**config.mk**
```make
export PLATFORM = sky130hd
export DESIGN_NAME = robotDriveTop
export DESIGN_NICKNAME = d
export VERILOG_FILES = /design/src/robotDrivePkg.sv /design/src/robotDriveTop.sv /design/src/bridgeDriver.sv /design/src/pwmChannel.sv /design/src/goalDirectionControl.sv /design/src/sensorConditioner.sv
export SDC_FILE = /design/constraint.sdc
export NUM_CORES = 1
export LEC_CHECK = 0
export ABC_AREA = 1
export BUFFER_PORTS_ARGS = -buffer_cell sky130_fd_sc_hd__buf_2
export CAP_MARGIN = 40
export CORE_ASPECT_RATIO = 0.6
export CORE_MARGIN = 2
export CORE_UTILIZATION = 55
export DETAILED_ROUTE_END_ITERATION = 7
export PLACE_DENSITY = 0.72
export SKIP_LAST_GASP = 1
export SYNTH_ARGS = -nofsm -noshare
export SYNTH_HDL_FRONTEND = slang
export SYNTH_SLANG_ARGS = --single-unit
```
**constraint.sdc**
```tcl
create_clock -name clk -period 1.96 [get_ports clk]
set_input_delay 0.098 -clock clk [delete_from_list [all_inputs] [get_ports clk]]
set_output_delay 0.098 -clock clk [all_outputs]
set_load 0.02 [all_outputs]
```
**src/robotDrivePkg.sv**
```systemverilog
// Shared types and constants of the robot drive RTL, referenced by scoped name from every module
`default_nettype none

package robotDrivePkg;

    // ============================================================
    // Motor count and PWM timing
    // ============================================================

    // Motor count and the index of each motor in the command and pin arrays
    localparam int NUM_MOTORS = 2;
    localparam int MOTOR_A    = 0;
    localparam int MOTOR_B    = 1;

    localparam int PWM_PERIOD = 16;
    localparam int PWM_CNT_W  = $clog2(PWM_PERIOD);
    localparam logic [PWM_CNT_W-1:0] PWM_LAST = PWM_CNT_W'(PWM_PERIOD - 1);

    // Duty value needs one extra bit so a full period fits
    localparam int DUTY_W = PWM_CNT_W + 1;
    localparam logic [DUTY_W-1:0] DUTY_STEP = DUTY_W'(4);

    // ============================================================
    // Input filter, controller durations and bridge dead time
    // ============================================================

    localparam int FILTER_CYCLES = 4;
    localparam int FILTER_CNT_W  = $clog2(FILTER_CYCLES);
    localparam logic [FILTER_CNT_W-1:0] FILTER_LAST = FILTER_CNT_W'(FILTER_CYCLES - 1);

    localparam int CORRECT_CYCLES = 64;
    localparam int BACKUP_CYCLES  = 128;
    localparam int DUR_CNT_W      =
        $clog2((BACKUP_CYCLES > CORRECT_CYCLES) ? BACKUP_CYCLES : CORRECT_CYCLES);
    localparam logic [DUR_CNT_W-1:0] CORRECT_LAST = DUR_CNT_W'(CORRECT_CYCLES - 1);
    localparam logic [DUR_CNT_W-1:0] BACKUP_LAST  = DUR_CNT_W'(BACKUP_CYCLES - 1);

    localparam int DEAD_CYCLES = 2;
    localparam int DEAD_CNT_W  = $clog2(DEAD_CYCLES + 1);
    localparam logic [DEAD_CNT_W-1:0] DEAD_LOAD = DEAD_CNT_W'(DEAD_CYCLES - 1);

    // ============================================================
    // Types
    // ============================================================

    typedef enum logic [2:0] {
        idle       = 3'd0,
        turnRight  = 3'd1,
        smallRight = 3'd2,
        smallLeft  = 3'd3,
        paused     = 3'd4,
        backUp     = 3'd5
    } driveStateT;

    typedef enum logic [1:0] {
        off      = 2'd0,
        forward  = 2'd1,
        backward = 2'd2
    } motorDirT;

    typedef struct packed {
        motorDirT   dir;
        logic [1:0] dutySel;
    } motorCmdT;

    localparam motorCmdT CMD_OFF = '{dir: off, dutySel: 2'd0};

    // Conditioned inputs, start is a one-cycle strobe and the rest are levels
    typedef struct packed {
        logic start;
        logic pause;
        logic inductance;
        logic ir1k;
        logic ir10k;
    } sensorBusT;

    localparam int NUM_SENSORS = $bits(sensorBusT);

    typedef struct packed {
        logic inA;
        logic inB;
    } bridgePinsT;

endpackage

`default_nettype wire
```
**src/robotDriveTop.sv**
```systemverilog
// Top level of the robot drive, connects conditioner, search FSM, PWM channels and bridge driver
`timescale 1ns/10ps
`default_nettype none

module robotDriveTop (
    input  wire   clk,
    input  wire   arstN,
    input  wire   enable,
    input  wire   pause,
    input  wire   inductance,
    input  wire   ir1k,
    input  wire   ir10k,
    input  wire   motorDisable,
    output robotDrivePkg::bridgePinsT [robotDrivePkg::NUM_MOTORS-1:0] motorPins,
    output logic  done
);

    robotDrivePkg::sensorBusT sensors;
    robotDrivePkg::motorCmdT [robotDrivePkg::NUM_MOTORS-1:0] motorCmd;
    logic [robotDrivePkg::NUM_MOTORS-1:0] pwmOn;

    // ============================================================
    // Input conditioning and search control
    // ============================================================
    sensorConditioner i_sensorConditioner (
        .clk        (clk),
        .arstN      (arstN),
        .enable     (enable),
        .pause      (pause),
        .inductance (inductance),
        .ir1k       (ir1k),
        .ir10k      (ir10k),
        .sensors    (sensors)
    );

    goalDirectionControl i_goalDirectionControl (
        .clk      (clk),
        .arstN    (arstN),
        .sensors  (sensors),
        .motorCmd (motorCmd),
        .done     (done)
    );

    // ============================================================
    // Motor outputs
    // ============================================================
    // Entry 0 drives motor A and entry 1 drives motor B
    for (genvar m = 0; m < robotDrivePkg::NUM_MOTORS; m++) begin : gPwm
        pwmChannel i_pwmChannel (
            .clk     (clk),
            .arstN   (arstN),
            .dutySel (motorCmd[m].dutySel),
            .pwmOn   (pwmOn[m])
        );
    end

    bridgeDriver i_bridgeDriver (
        .clk          (clk),
        .arstN        (arstN),
        .motorCmd     (motorCmd),
        .pwmOn        (pwmOn),
        .motorDisable (motorDisable),
        .motorPins    (motorPins)
    );

endmodule

`default_nettype wire

```
**src/bridgeDriver.sv**
```systemverilog
// H-bridge pin driver, maps direction and PWM to bridge inputs with reversal dead time and disable
`timescale 1ns/10ps
`default_nettype none

module bridgeDriver (
    input  wire                       clk,
    input  wire                       arstN,
    input  wire robotDrivePkg::motorCmdT [robotDrivePkg::NUM_MOTORS-1:0] motorCmd,
    input  wire  [robotDrivePkg::NUM_MOTORS-1:0] pwmOn,
    input  wire                       motorDisable,
    output robotDrivePkg::bridgePinsT [robotDrivePkg::NUM_MOTORS-1:0] motorPins
);

    // ============================================================
    // One bridge per motor
    // ============================================================
    for (genvar m = 0; m < robotDrivePkg::NUM_MOTORS; m++) begin : gBridge

        robotDrivePkg::motorDirT cmdDir;
        // Last direction actually driven, off once a dead interval has started
        robotDrivePkg::motorDirT lastDir;
        logic [robotDrivePkg::DEAD_CNT_W-1:0] deadCnt;
        logic reversal;
        robotDrivePkg::bridgePinsT pinsNext;
        robotDrivePkg::bridgePinsT pinsQ;

        assign cmdDir   = motorCmd[m].dir;
        assign reversal =
            (cmdDir == robotDrivePkg::forward  && lastDir == robotDrivePkg::backward) ||
            (cmdDir == robotDrivePkg::backward && lastDir == robotDrivePkg::forward);

        always_comb begin
            pinsNext = '0;
            if (!motorDisable && deadCnt == '0 && !reversal) begin
                case (cmdDir)
                    robotDrivePkg::forward:  pinsNext.inA = pwmOn[m];
                    robotDrivePkg::backward: pinsNext.inB = pwmOn[m];
                    default: begin
                        // Motor off keeps both inputs low
                    end
                endcase
            end
        end

        always_ff @(posedge clk or negedge arstN) begin
            if (!arstN) begin
                lastDir <= robotDrivePkg::off;
                deadCnt <= '0;
                pinsQ   <= '0;
            end else begin
                pinsQ <= pinsNext;
                if (deadCnt != '0) begin
                    deadCnt <= deadCnt - 1'b1;
                end else if (reversal) begin
                    // First low cycle of the dead time
                    deadCnt <= robotDrivePkg::DEAD_LOAD;
                    lastDir <= robotDrivePkg::off;
                end else if (cmdDir != robotDrivePkg::off) begin
                    lastDir <= cmdDir;
                end
            end
        end

        assign motorPins[m] = pinsQ;

    end

endmodule

`default_nettype wire

```
**src/pwmChannel.sv**
```systemverilog
// PWM generator of one motor, duty chosen by a two-bit select and applied at period boundaries
`timescale 1ns/10ps
`default_nettype none

module pwmChannel (
    input  wire        clk,
    input  wire        arstN,
    input  wire  [1:0] dutySel,
    output logic       pwmOn
);

    logic [robotDrivePkg::PWM_CNT_W-1:0] periodCnt;
    logic [robotDrivePkg::DUTY_W-1:0]    dutyVal;
    logic [robotDrivePkg::DUTY_W-1:0]    dutyNext;

    // High cycles per period for the requested level
    assign dutyNext = {{(robotDrivePkg::DUTY_W - 2){1'b0}}, dutySel} * robotDrivePkg::DUTY_STEP;

    // ============================================================
    // Free-running period counter and duty latch
    // ============================================================
    always_ff @(posedge clk or negedge arstN) begin
        if (!arstN) begin
            periodCnt <= '0;
            dutyVal   <= '0;
        end else begin
            if (periodCnt == robotDrivePkg::PWM_LAST) begin
                periodCnt <= '0;
                // New duty only from the next period so no pulse gets cut short
                dutyVal   <= dutyNext;
            end else begin
                periodCnt <= periodCnt + 1'b1;
            end
        end
    end

    // Registered compare output
    always_ff @(posedge clk or negedge arstN) begin
        if (!arstN) begin
            pwmOn <= 1'b0;
        end else begin
            pwmOn <= ({1'b0, periodCnt} < dutyVal);
        end
    end

endmodule

`default_nettype wire

```
**src/goalDirectionControl.sv**
```systemverilog
// Search FSM of the robot, turns in place until a beacon, boundary wire or pause changes course
`timescale 1ns/10ps
`default_nettype none

module goalDirectionControl (
    input  wire                       clk,
    input  wire                       arstN,
    input  wire robotDrivePkg::sensorBusT sensors,
    output robotDrivePkg::motorCmdT [robotDrivePkg::NUM_MOTORS-1:0] motorCmd,
    output logic                      done
);

    robotDrivePkg::driveStateT state;
    robotDrivePkg::driveStateT nextState;
    // State to go back to after a pause or a back-up
    robotDrivePkg::driveStateT retState;
    logic [robotDrivePkg::DUR_CNT_W-1:0] durCnt;
    logic corrEnd;
    logic backUpMin;
    robotDrivePkg::motorCmdT [robotDrivePkg::NUM_MOTORS-1:0] nextCmd;

    // Shared duration counter, cleared on every state change
    assign corrEnd   = (durCnt == robotDrivePkg::CORRECT_LAST);
    assign backUpMin = (durCnt == robotDrivePkg::BACKUP_LAST);

    // ============================================================
    // Next state
    // ============================================================
    always_comb begin
        nextState = state;
        case (state)
            robotDrivePkg::idle: begin
                if (sensors.start) begin
                    nextState = robotDrivePkg::turnRight;
                end
            end
            robotDrivePkg::turnRight: begin
                // Pause wins over the boundary wire, which wins over both beacons
                if (sensors.pause) begin
                    nextState = robotDrivePkg::paused;
                end else if (sensors.inductance) begin
                    nextState = robotDrivePkg::backUp;
                end else if (sensors.ir1k) begin
                    nextState = robotDrivePkg::smallRight;
                end else if (sensors.ir10k) begin
                    nextState = robotDrivePkg::smallLeft;
                end
            end
            robotDrivePkg::smallRight, robotDrivePkg::smallLeft: begin
                if (corrEnd) begin
                    nextState = robotDrivePkg::idle;
                end
            end
            robotDrivePkg::paused: begin
                if (!sensors.pause) begin
                    nextState = retState;
                end
            end
            robotDrivePkg::backUp: begin
                // Minimum back-up time, extended while still over the wire
                if (backUpMin && !sensors.inductance) begin
                    nextState = retState;
                end
            end
            default: begin
                nextState = robotDrivePkg::idle;
            end
        endcase
    end

    // ============================================================
    // Motor commands for the state being entered
    // ============================================================
    always_comb begin
        nextCmd = {robotDrivePkg::NUM_MOTORS{robotDrivePkg::CMD_OFF}};
        case (nextState)
            robotDrivePkg::turnRight: begin
                nextCmd[robotDrivePkg::MOTOR_A] = '{dir: robotDrivePkg::forward, dutySel: 2'd1};
                nextCmd[robotDrivePkg::MOTOR_B] = '{dir: robotDrivePkg::backward, dutySel: 2'd1};
            end
            robotDrivePkg::smallRight: begin
                nextCmd[robotDrivePkg::MOTOR_A] = '{dir: robotDrivePkg::forward, dutySel: 2'd2};
                nextCmd[robotDrivePkg::MOTOR_B] = '{dir: robotDrivePkg::backward, dutySel: 2'd2};
            end
            robotDrivePkg::smallLeft: begin
                nextCmd[robotDrivePkg::MOTOR_A] = '{dir: robotDrivePkg::backward, dutySel: 2'd1};
                nextCmd[robotDrivePkg::MOTOR_B] = '{dir: robotDrivePkg::forward, dutySel: 2'd1};
            end
            robotDrivePkg::backUp: begin
                nextCmd[robotDrivePkg::MOTOR_A] = '{dir: robotDrivePkg::backward, dutySel: 2'd3};
                nextCmd[robotDrivePkg::MOTOR_B] = '{dir: robotDrivePkg::backward, dutySel: 2'd3};
            end
            default: begin
                // Idle and paused keep both motors off
            end
        endcase
    end

    // ============================================================
    // State, counter and done registers
    // ============================================================
    always_ff @(posedge clk or negedge arstN) begin
        if (!arstN) begin
            state    <= robotDrivePkg::idle;
            retState <= robotDrivePkg::idle;
            durCnt   <= '0;
            done     <= 1'b0;
            motorCmd <= {robotDrivePkg::NUM_MOTORS{robotDrivePkg::CMD_OFF}};
        end else begin
            state    <= nextState;
            motorCmd <= nextCmd;

            if (nextState != state) begin
                durCnt <= '0;
            end else if (durCnt != robotDrivePkg::BACKUP_LAST) begin
                durCnt <= durCnt + 1'b1;
            end

            if (nextState != state &&
                (nextState == robotDrivePkg::paused || nextState == robotDrivePkg::backUp)) begin
                retState <= state;
            end

            // done marks a finished correction and clears when a new search starts
            if ((state == robotDrivePkg::smallRight || state == robotDrivePkg::smallLeft) &&
                nextState == robotDrivePkg::idle) begin
                done <= 1'b1;
            end else if (state == robotDrivePkg::idle && nextState != robotDrivePkg::idle) begin
                done <= 1'b0;
            end
        end
    end

endmodule

`default_nettype wire

```
**src/sensorConditioner.sv**
```systemverilog
// Input conditioning of the drive controller, synchronizes and deglitches raw levels and makes start
`timescale 1ns/10ps
`default_nettype none

module sensorConditioner (
    input  wire                       clk,
    input  wire                       arstN,
    input  wire                       enable,
    input  wire                       pause,
    input  wire                       inductance,
    input  wire                       ir1k,
    input  wire                       ir10k,
    output robotDrivePkg::sensorBusT  sensors
);

    // Raw levels in the same bit order as the sensor bus, enable sits in the start slot
    logic [robotDrivePkg::NUM_SENSORS-1:0] rawIn;
    logic [robotDrivePkg::NUM_SENSORS-1:0] syncA;
    logic [robotDrivePkg::NUM_SENSORS-1:0] syncB;
    logic [robotDrivePkg::NUM_SENSORS-1:0] filtered;
    logic [robotDrivePkg::FILTER_CNT_W-1:0] stableCnt [robotDrivePkg::NUM_SENSORS];
    robotDrivePkg::sensorBusT filtBus;
    logic enableDly;

    assign rawIn = {enable, pause, inductance, ir1k, ir10k};

    // ============================================================
    // Two-flop synchronizers
    // ============================================================
    always_ff @(posedge clk or negedge arstN) begin
        if (!arstN) begin
            syncA <= '0;
            syncB <= '0;
        end else begin
            syncA <= rawIn;
            syncB <= syncA;
        end
    end

    // ============================================================
    // Glitch filter
    // ============================================================
    // A new level is taken only after it has held for FILTER_CYCLES clocks
    always_ff @(posedge clk or negedge arstN) begin
        if (!arstN) begin
            filtered  <= '0;
            enableDly <= 1'b0;
            for (int i = 0; i < robotDrivePkg::NUM_SENSORS; i++) begin
                stableCnt[i] <= '0;
            end
        end else begin
            for (int i = 0; i < robotDrivePkg::NUM_SENSORS; i++) begin
                if (syncB[i] != filtered[i]) begin
                    if (stableCnt[i] == robotDrivePkg::FILTER_LAST) begin
                        filtered[i]  <= syncB[i];
                        stableCnt[i] <= '0;
                    end else begin
                        stableCnt[i] <= stableCnt[i] + 1'b1;
                    end
                end else begin
                    // Input bounced back, restart the stability count
                    stableCnt[i] <= '0;
                end
            end
            enableDly <= filtBus.start;
        end
    end

    assign filtBus = filtered;

    // Rising edge of the filtered enable becomes the start strobe
    always_comb begin
        sensors       = filtBus;
        sensors.start = filtBus.start & ~enableDly;
    end

endmodule

`default_nettype wire

```
==> results of run 1 <==
==> Yosys cell counts (all sizes together), types with 4 or more instances <==
| master | number | area [µm²] |
|---|---|---|
| a21oi | 9 | 52.6 |
| dfrtp | 72 | 1800 |
| ha | 10 | 125 |
| inv | 54 | 203 |
| nand2 | 63 | 254 |
| nand3 | 22 | 158 |
| nand4 | 5 | 46.3 |
| nor2 | 25 | 118 |
| nor3 | 7 | 35.0 |
| nor4 | 4 | 25.0 |
| o21ai | 19 | 95.1 |
| o22ai | 4 | 25.0 |
| xnor2 | 6 | 52.6 |
| xor2 | 4 | 35.0 |
==> power by group through the flow <==
stage / sequential, mW / clock (mW) / combinational (mW)
floorplan: 2.09 / 0 / 1.22
global placement: 2.15 / 0 / 1.47
detailed placement: 2.17 / 0 / 1.53
CTS: 2.14 / 1.16 / 1.54
global route: 2.19 / 1.22 / 1.88
finish: 2.15 / 1.12 / 1.62
==> per-layer routing <==
| metal | track usage, % | vias up | wire length (µm) |
|---|---|---|---|
| li1 | - | 1067 | - |
| met1 | 28.2 | 997 | 2700 |
| met2 | 26.1 | 43 | 2180 |
| met3 | 7.77 | 7 | 267 |
| met4 | 5.14 | 0 | 60 |
| met5 | 0 | - | 0 |
==> metrics by stage <==
stage | cell area [µm²] | instances | total power [mW] | hold WS, ps | utilization, %
final | 3550 | 420 | 4.89 | 52.9 | 64.6
after detailed placement | 3260 | 395 | 3.69 | 153 | 59.3
after CTS | 3500 | 416 | 4.85 | 33.5 | 63.8
after global placement | 3260 | 395 | 3.62 | 152 | 59.3
after floorplan | 3090 | 314 | 3.31 | -198 | -
after global routing | 3550 | 420 | 5.29 | 63.7 | 64.6
==> state kept, by name (all words and copies together), names as in the netlist <==
| name | flops |
|---|---|
| gPwm.i_pwmChannel.dutyVal | 4 |
| gPwm.i_pwmChannel.periodCnt | 8 |
| i_sensorConditioner.filtBus | 5 |
| i_bridgeDriver.gBridge.lastDir | 4 |
| i_goalDirectionControl.retState | 3 |
| i_sensorConditioner.syncA | 5 |
| gPwm.i_pwmChannel.pwmOn | 2 |
| i_bridgeDriver.gBridge.deadCnt | 4 |
| i_goalDirectionControl.motorCmd | 6 |
| i_sensorConditioner.stableCnt | 10 |
| i_goalDirectionControl.durCnt | 7 |
| i_goalDirectionControl.done | 1 |
| i_bridgeDriver.motorPins | 4 |
| i_goalDirectionControl.state | 3 |
| i_sensorConditioner.syncB | 5 |
| i_sensorConditioner.enableDly | 1 |
==> layout make-up <==
type | count | area share (%)
multi-input combinational | 186 | 30.9
clock buffer | 12 | 4.09
inverter | 55 | 5.82
timing repair buffer | 23 | 4.80
tap | 69 | 2.43
sequential | 72 | 50.8
clock inverter | 3 | 1.20
==> kinds of logic (layout without fill, tap and decap cells) <==
logic type	count (synthesis)	count (layout)	share of synthesized area, %
AOI/OAI and AO/OA	37	37	6.71
xor gates and xnor gates	10	10	2.83
adders and majority gates	10	10	4.04
muxes	1	1	0.364
buffers and inverters	57	93	7.08
DFF	72	72	58.2
and+or+nand+nor	127	128	20.7
==> cell usage in the layout, fill, tap and decap left out, drive strengths merged <==
cell	count
ha	10
xor2	4
o22ai	4
nor4	4
nand3	22
inv	54
nand2	64
xnor2	6
dlygate4sd3	6
nor3	7
a31oi	2
a21oi	9
bufinv	1
clkinv	2
clkbuf	12
nor2	25
or2	1
o21ai	19
dfrtp	72
o21a	1
o31ai	1
buf	17
mux2	1
a21boi	1
nand4	5
clkinvlp	1
==> worst paths after layout <==
path	startpoint	endpoint	slack, ps
worst max-delay path	i_goalDirectionControl.durCnt[0]	i_goalDirectionControl.retState[0]	170
worst min-delay path	motorDisable	i_bridgeDriver.motorPins[2]	50
worst max register to register	i_goalDirectionControl.durCnt[0]	i_goalDirectionControl.retState[0]	170
worst min register to register	i_sensorConditioner.syncA[4]	i_sensorConditioner.syncB[4]	350
max in group asynchronous	arstN	i_sensorConditioner.syncB[3]	1350
min in group asynchronous	arstN	i_goalDirectionControl.durCnt[1]	310
==> what timing repair did <==
action / 4_1_cts / 5_1_grt
gates resized for setup: 0 / 5
setup endpoints to repair: 0 / 11
buffers inserted: 0 / 3
endpoints found under the hold margin: 77 / 0
hold buffers: 6 / 0
==> worst max-delay path: stages (launching register included) <==
cell      delay (ps)
dfrtp_1          400
ha_2             220
nand3_4          130
inv_1             80
nand2_2          100
nand3_2          110
nand2_1          100
clkinv_1          70
nand4_1          100
nand2_2          110
nand2_4          100
nand2_2           60
nand2_1           60
nand2_1           50
==> metrics, run 1 <==
Slew Viols, Final=0; Synthesis Warnings=0; # clock sinks=72; First DRT Iteration DRCs=around 160; via count=2114; static leakage=1.87 nW; Post-Syn Nets=~330; hold path depth=4; initial antenna violation count=0; Worst EP arrival=2030 ps; Sw Share=between 30% and 40%; CTS clock-pin slew for the worst setup and hold paths=~70 ps; number of flops mapped to enable cells by yosys=0; pin count of the biggest net entering global routing=73; min cycle time layout=roughly 1800 ps; Synth cell types=33; IO buf count=12; Power Density=about 1400 nW/µm²; Layout Skew=~8.3 ps; fin crit share=91.4%; DRC Markers=0; ANT nets after route=0; fraction of layout instances using a drive strength above 1=between 10% and 20%; #FFs+latches synth=approximately 70; register area share after synthesis=58.2%; share of power burned in registers=between 40% and 50%; vias per cell=a little over 5; Setup TNS=0 ps; Crit. End Element=flip-flop; Setup Viol. Count Final=0; Worst-Margin Slew=between 300 and 400 ps; final WL=5210 µm; max-cap check violation count=0; Clock Root Buffer=clkbuf_8; area grow syn2layout=14.7%; Reg area=about 1800 µm²; Tot GR Track Use=19.1%; Initial Util=between 50% and 60%; core box area=~5500 µm²; post-detail-place hpwl=approximately 3600 µm; run status=finished clean; R2R cell count=13; WL/cell=between 10 and 15 µm; Synth Flop Type=dfrtp_1; Cell Int Power=slightly above 3 mW; vias in the first global route=between 2000 and 2500; Worst Setup Path Type=reg2reg; Clock power frac=22.9%; Clk Latency, worst-skew pair=340 ps; CTS tree=yes; clk buf depth=2; DIE AREA=approximately 6300 µm²; CP Data Required Time=between 2000 and 2500 ps; Setup WS pre-CTS=63.0 ps; Gate power share=33.2%; first-pass GRT wire length=between 9000 and 10000 µm; grt ovf=0; switching pwr=1.81 mW; fmax=~560 MHz; CTS Buf Count=9; Hold Path Class=in2reg; Fill cells=about 430; GPL Wtd Cong=0.887; Placement Rows=21; crit-path max FO=5; Synth Area per Inst=9.85 µm²; VDD IR max=around 700 µV; synthesized area=between 3000 and 4000 µm²; final hold vios=0; Max-Slew Margin vs Limit=75.3%; die width=around 100 µm; final worst setup slack=between 150 and 200 ps; io pins=13; Critical Path Start Type=flip-flop; area of the multi-input gates=1100 µm²; Die Height=62.1 µm; fraction of registers with async set/reset=100%; gate count after technology mapping=314; final net count=~370; Inserted Diodes=0; H-Tree Depth=3; router iterations before antenna repair=5
Note: power is estimated with default switching activity, not from simulation.
==> run 2, diff against run 1 <==
--- a/config.mk
+++ b/config.mk
@@ -8,11 +8,13 @@
 export ABC_AREA = 1
 export BUFFER_PORTS_ARGS = -buffer_cell sky130_fd_sc_hd__buf_2
 export CAP_MARGIN = 40
+export CELL_PAD_IN_SITES_DETAIL_PLACEMENT = 0
+export CELL_PAD_IN_SITES_GLOBAL_PLACEMENT = 1
 export CORE_ASPECT_RATIO = 0.6
 export CORE_MARGIN = 2
-export CORE_UTILIZATION = 55
+export CORE_UTILIZATION = 48
 export DETAILED_ROUTE_END_ITERATION = 7
-export PLACE_DENSITY = 0.72
+export PLACE_DENSITY_LB_ADDON = 0.1
 export SKIP_LAST_GASP = 1
 export SYNTH_ARGS = -nofsm -noshare
 export SYNTH_HDL_FRONTEND = slang
==> run 2 against run 1 <==
Effect of this change:
- setup slack got worse by 42 ps
- count of clock-buffer cells in the layout decreased by 2
- cell count increased by 2.6%
- utilization decreased by 7.3 points
- global-route usage decreased by 1.1 points
- combinational power about the same
- clock skew decreased by 2.1 ps
- worst hold slack got worse by 15 ps
- first-iteration DRC count decreased by 25%
- fmax decreased by 2.3%
- register-to-register slack got worse by 40 ps
- non-clock buffer count unchanged
- largest cell class unchanged
==> metrics, run 2 (same netlist as run 1, synthesis figures left out) <==
grt ovf=0 (unchanged); CTS tree=yes (unchanged); Clk Latency, worst-skew pair=340 ps (about the same); final hold vios=0 (unchanged); via count=2086 (was 2114); largest registers=i_sensorConditioner.stableCnt (10), gPwm.i_pwmChannel.periodCnt (8), i_goalDirectionControl.durCnt (7) (unchanged); run status=finished clean (unchanged); crit-path max cell delay=400 ps (about the same); CTS clock-pin slew for the worst setup and hold paths=70 ps (about the same); Inserted Diodes=0 (unchanged); crit-path cells=ha_2 -> nand3_4 -> inv_1 -> nand2_1 -> nand3_2 -> nand2_1 -> clkinv_1 -> nand4_1 -> nand2_2 -> nand2_4 -> nand2_2 -> nand2_1 -> nand2_1 (was ha_2 -> nand3_4 -> inv_1 -> nand2_2 -> nand3_2 -> nand2_1 -> clkinv_1 -> nand4_1 -> nand2_2 -> nand2_4 -> nand2_2 -> nand2_1 -> nand2_1); Clock Root Buffer=clkbuf_8 (unchanged); Hold Path Class=in2reg (unchanged); max-cap check violation count=0 (unchanged); Setup WS pre-CTS=68.0 ps (was 63.0 ps); GPL Wtd Cong=0.843 (was 0.887); area of placed instances=3290 µm² (was 3260 µm²); final worst setup slack=127 ps (was 169 ps); Setup TNS=0 ps (unchanged); final WL=5290 µm (was 5210 µm); Initial Util=50.2% (was 56.3%); Design Area, Final=3530 µm² (was 3550 µm²); pin count of the biggest net entering global routing=73 (unchanged); worst hold slack=38.2 ps (was 52.9 ps); router iterations before antenna repair=5 (unchanged); Power Density=1360 nW/µm² (was 1380 nW/µm²); VDD IR max=629 µV (was 699 µV); vias in the first global route=2039 (was 2038); Worst-Margin Slew=366 ps (was 371 ps); DRC Markers=0 (unchanged); WL/cell=12.3 µm (was 12.4 µm); worst hold path startpoint=motorDisable (unchanged); static leakage=1.85 nW (was 1.87 nW); IO buf count=12 (unchanged); # clock sinks=72 (unchanged); Setup Viol. Count Final=0 (unchanged); first-pass GRT wire length=9520 µm (was 9170 µm); max reg flops=10 (unchanged); critical path's most frequent cell=nand2_1; ANT nets after route=0 (unchanged); fin crit share=93.5% (was 91.4%); area grow syn2layout=14.2% (was 14.7%); initial antenna violation count=0 (unchanged); H-Tree Depth=3 (unchanged); fraction of layout instances using a drive strength above 1=15.6% (was 16.2%); Worst EP arrival=2070 ps (was 2030 ps); DIE AREA=7130 µm² (was 6260 µm²); core box area=6170 µm² (was 5490 µm²); final net count=364 (was 365); Power Total=4.81 mW (was 4.89 mW); Layout Skew=6.19 ps (was 8.30 ps); Slew Viols, Final=0 (unchanged); fmax=545 MHz (was 558 MHz); CP Data Required Time=2190 ps (was 2200 ps); hold path depth=4 (unchanged); vias per cell=4.84 (was 5.03); Critical Path Start Type=flip-flop (unchanged); Placement Rows=22 (was 21); CTS Buf Count=9 (unchanged); Worst Setup Path Type=reg2reg (unchanged); R2R cell count=13 (unchanged); Crit. End Element=flip-flop (unchanged); crit-path max FO=10 (was 5); Slowest-stage cell, CP=dfrtp_1 (unchanged); Fill cells=565 (was 427); die width=108 µm (was 101 µm); Tot GR Track Use=18.0% (was 19.1%); critical path startpoint=i_goalDirectionControl.durCnt[0] (unchanged); io pins=13 (unchanged); post-detail-place hpwl=3730 µm (was 3550 µm); commonest non-fill, non-tap cell in the layout=dfrtp_1 (unchanged); clk buf depth=2 (unchanged); most frequent cells in the layout=dfrtp_1 (71), nand2_1 (58), inv_1 (50), nor2_1 (21) (was dfrtp_1 (72), nand2_1 (56), inv_1 (51), nor2_1 (21)); Max-Slew Margin vs Limit=75.6% (was 75.3%); Die Height=66.2 µm (was 62.1 µm); worst reg2reg path startpoint=i_goalDirectionControl.durCnt[0] (unchanged); First DRT Iteration DRCs=123 (was 164); Biggest register=i_sensorConditioner.stableCnt (unchanged); min cycle time layout=1830 ps (was 1790 ps)
-- run 2: routing by layer --
metal,global-route usage (%),wire (µm)
met5,0,0
met2,24.2,2040
met3,6.80,259
met1,26.1,2900
met4,6.73,87
-- run 2: area by class of cell --
class / instances / area, µm² / share of cell area (%)
Clock inverter: 2 / 35.0 / 0.992
Inverter: 55 / 206 / 5.84
Clock buffer: 10 / 128 / 3.61
Tap cell: 84 / 105 / 2.98
Sequential cell: 72 / 1800 / 51.0
Multi-Input combinational cell: 185 / 1080 / 30.7
Timing Repair Buffer: 23 / 170 / 4.82
-- run 2: critical path: cells and delay by family (launching register included) --
family / cells / cell delay, ps
flip-flops: 1 / 400
adder cells (fa/ha/maj): 1 / 220
AND/OR/NAND/NOR: 10 / 940
buffers and inverters: 2 / 150
-- run 2: path summary, 6_finish.rpt --
kind | end | slack [ps]
setup / recovery | i_goalDirectionControl.retState[0] | 130
hold / removal | i_bridgeDriver.motorPins[2] | 40
setup reg to reg | i_goalDirectionControl.retState[0] | 130
hold reg to reg | i_sensorConditioner.syncB[2] | 350
max in group asynchronous | i_goalDirectionControl.state[0] | 1330
min in group asynchronous | i_sensorConditioner.enableDly | 320
-- run 2: stage by stage --
| step | instances | util [%] |
|---|---|---|
| detailed placement | 412 | 53.3 |
| global route | 431 | 57.3 |
| CTS | 430 | 57.0 |
| floorplan | 314 | - |
| finish | 431 | 57.3 |
| global placement | 412 | 53.3 |
-- run 2: what timing repair did --
item | CTS | global route
endpoints found under the hold margin | 77 | 0
setup buffers | 0 | 1
resized for setup | 0 | 5
hold buffers | 6 | 0
setup endpoints to repair | 0 | 9
-- run 2: power breakdown --
| group | leakage, nW | total [mW] | switching, mW | internal (mW) |
|---|---|---|---|---|
| registers | 0.926 | 2.15 | 0.279 | 1.87 |
| clock network | 0.0839 | 1.04 | 0.481 | 0.557 |
| logic | 0.838 | 1.62 | 1.02 | 0.599 |
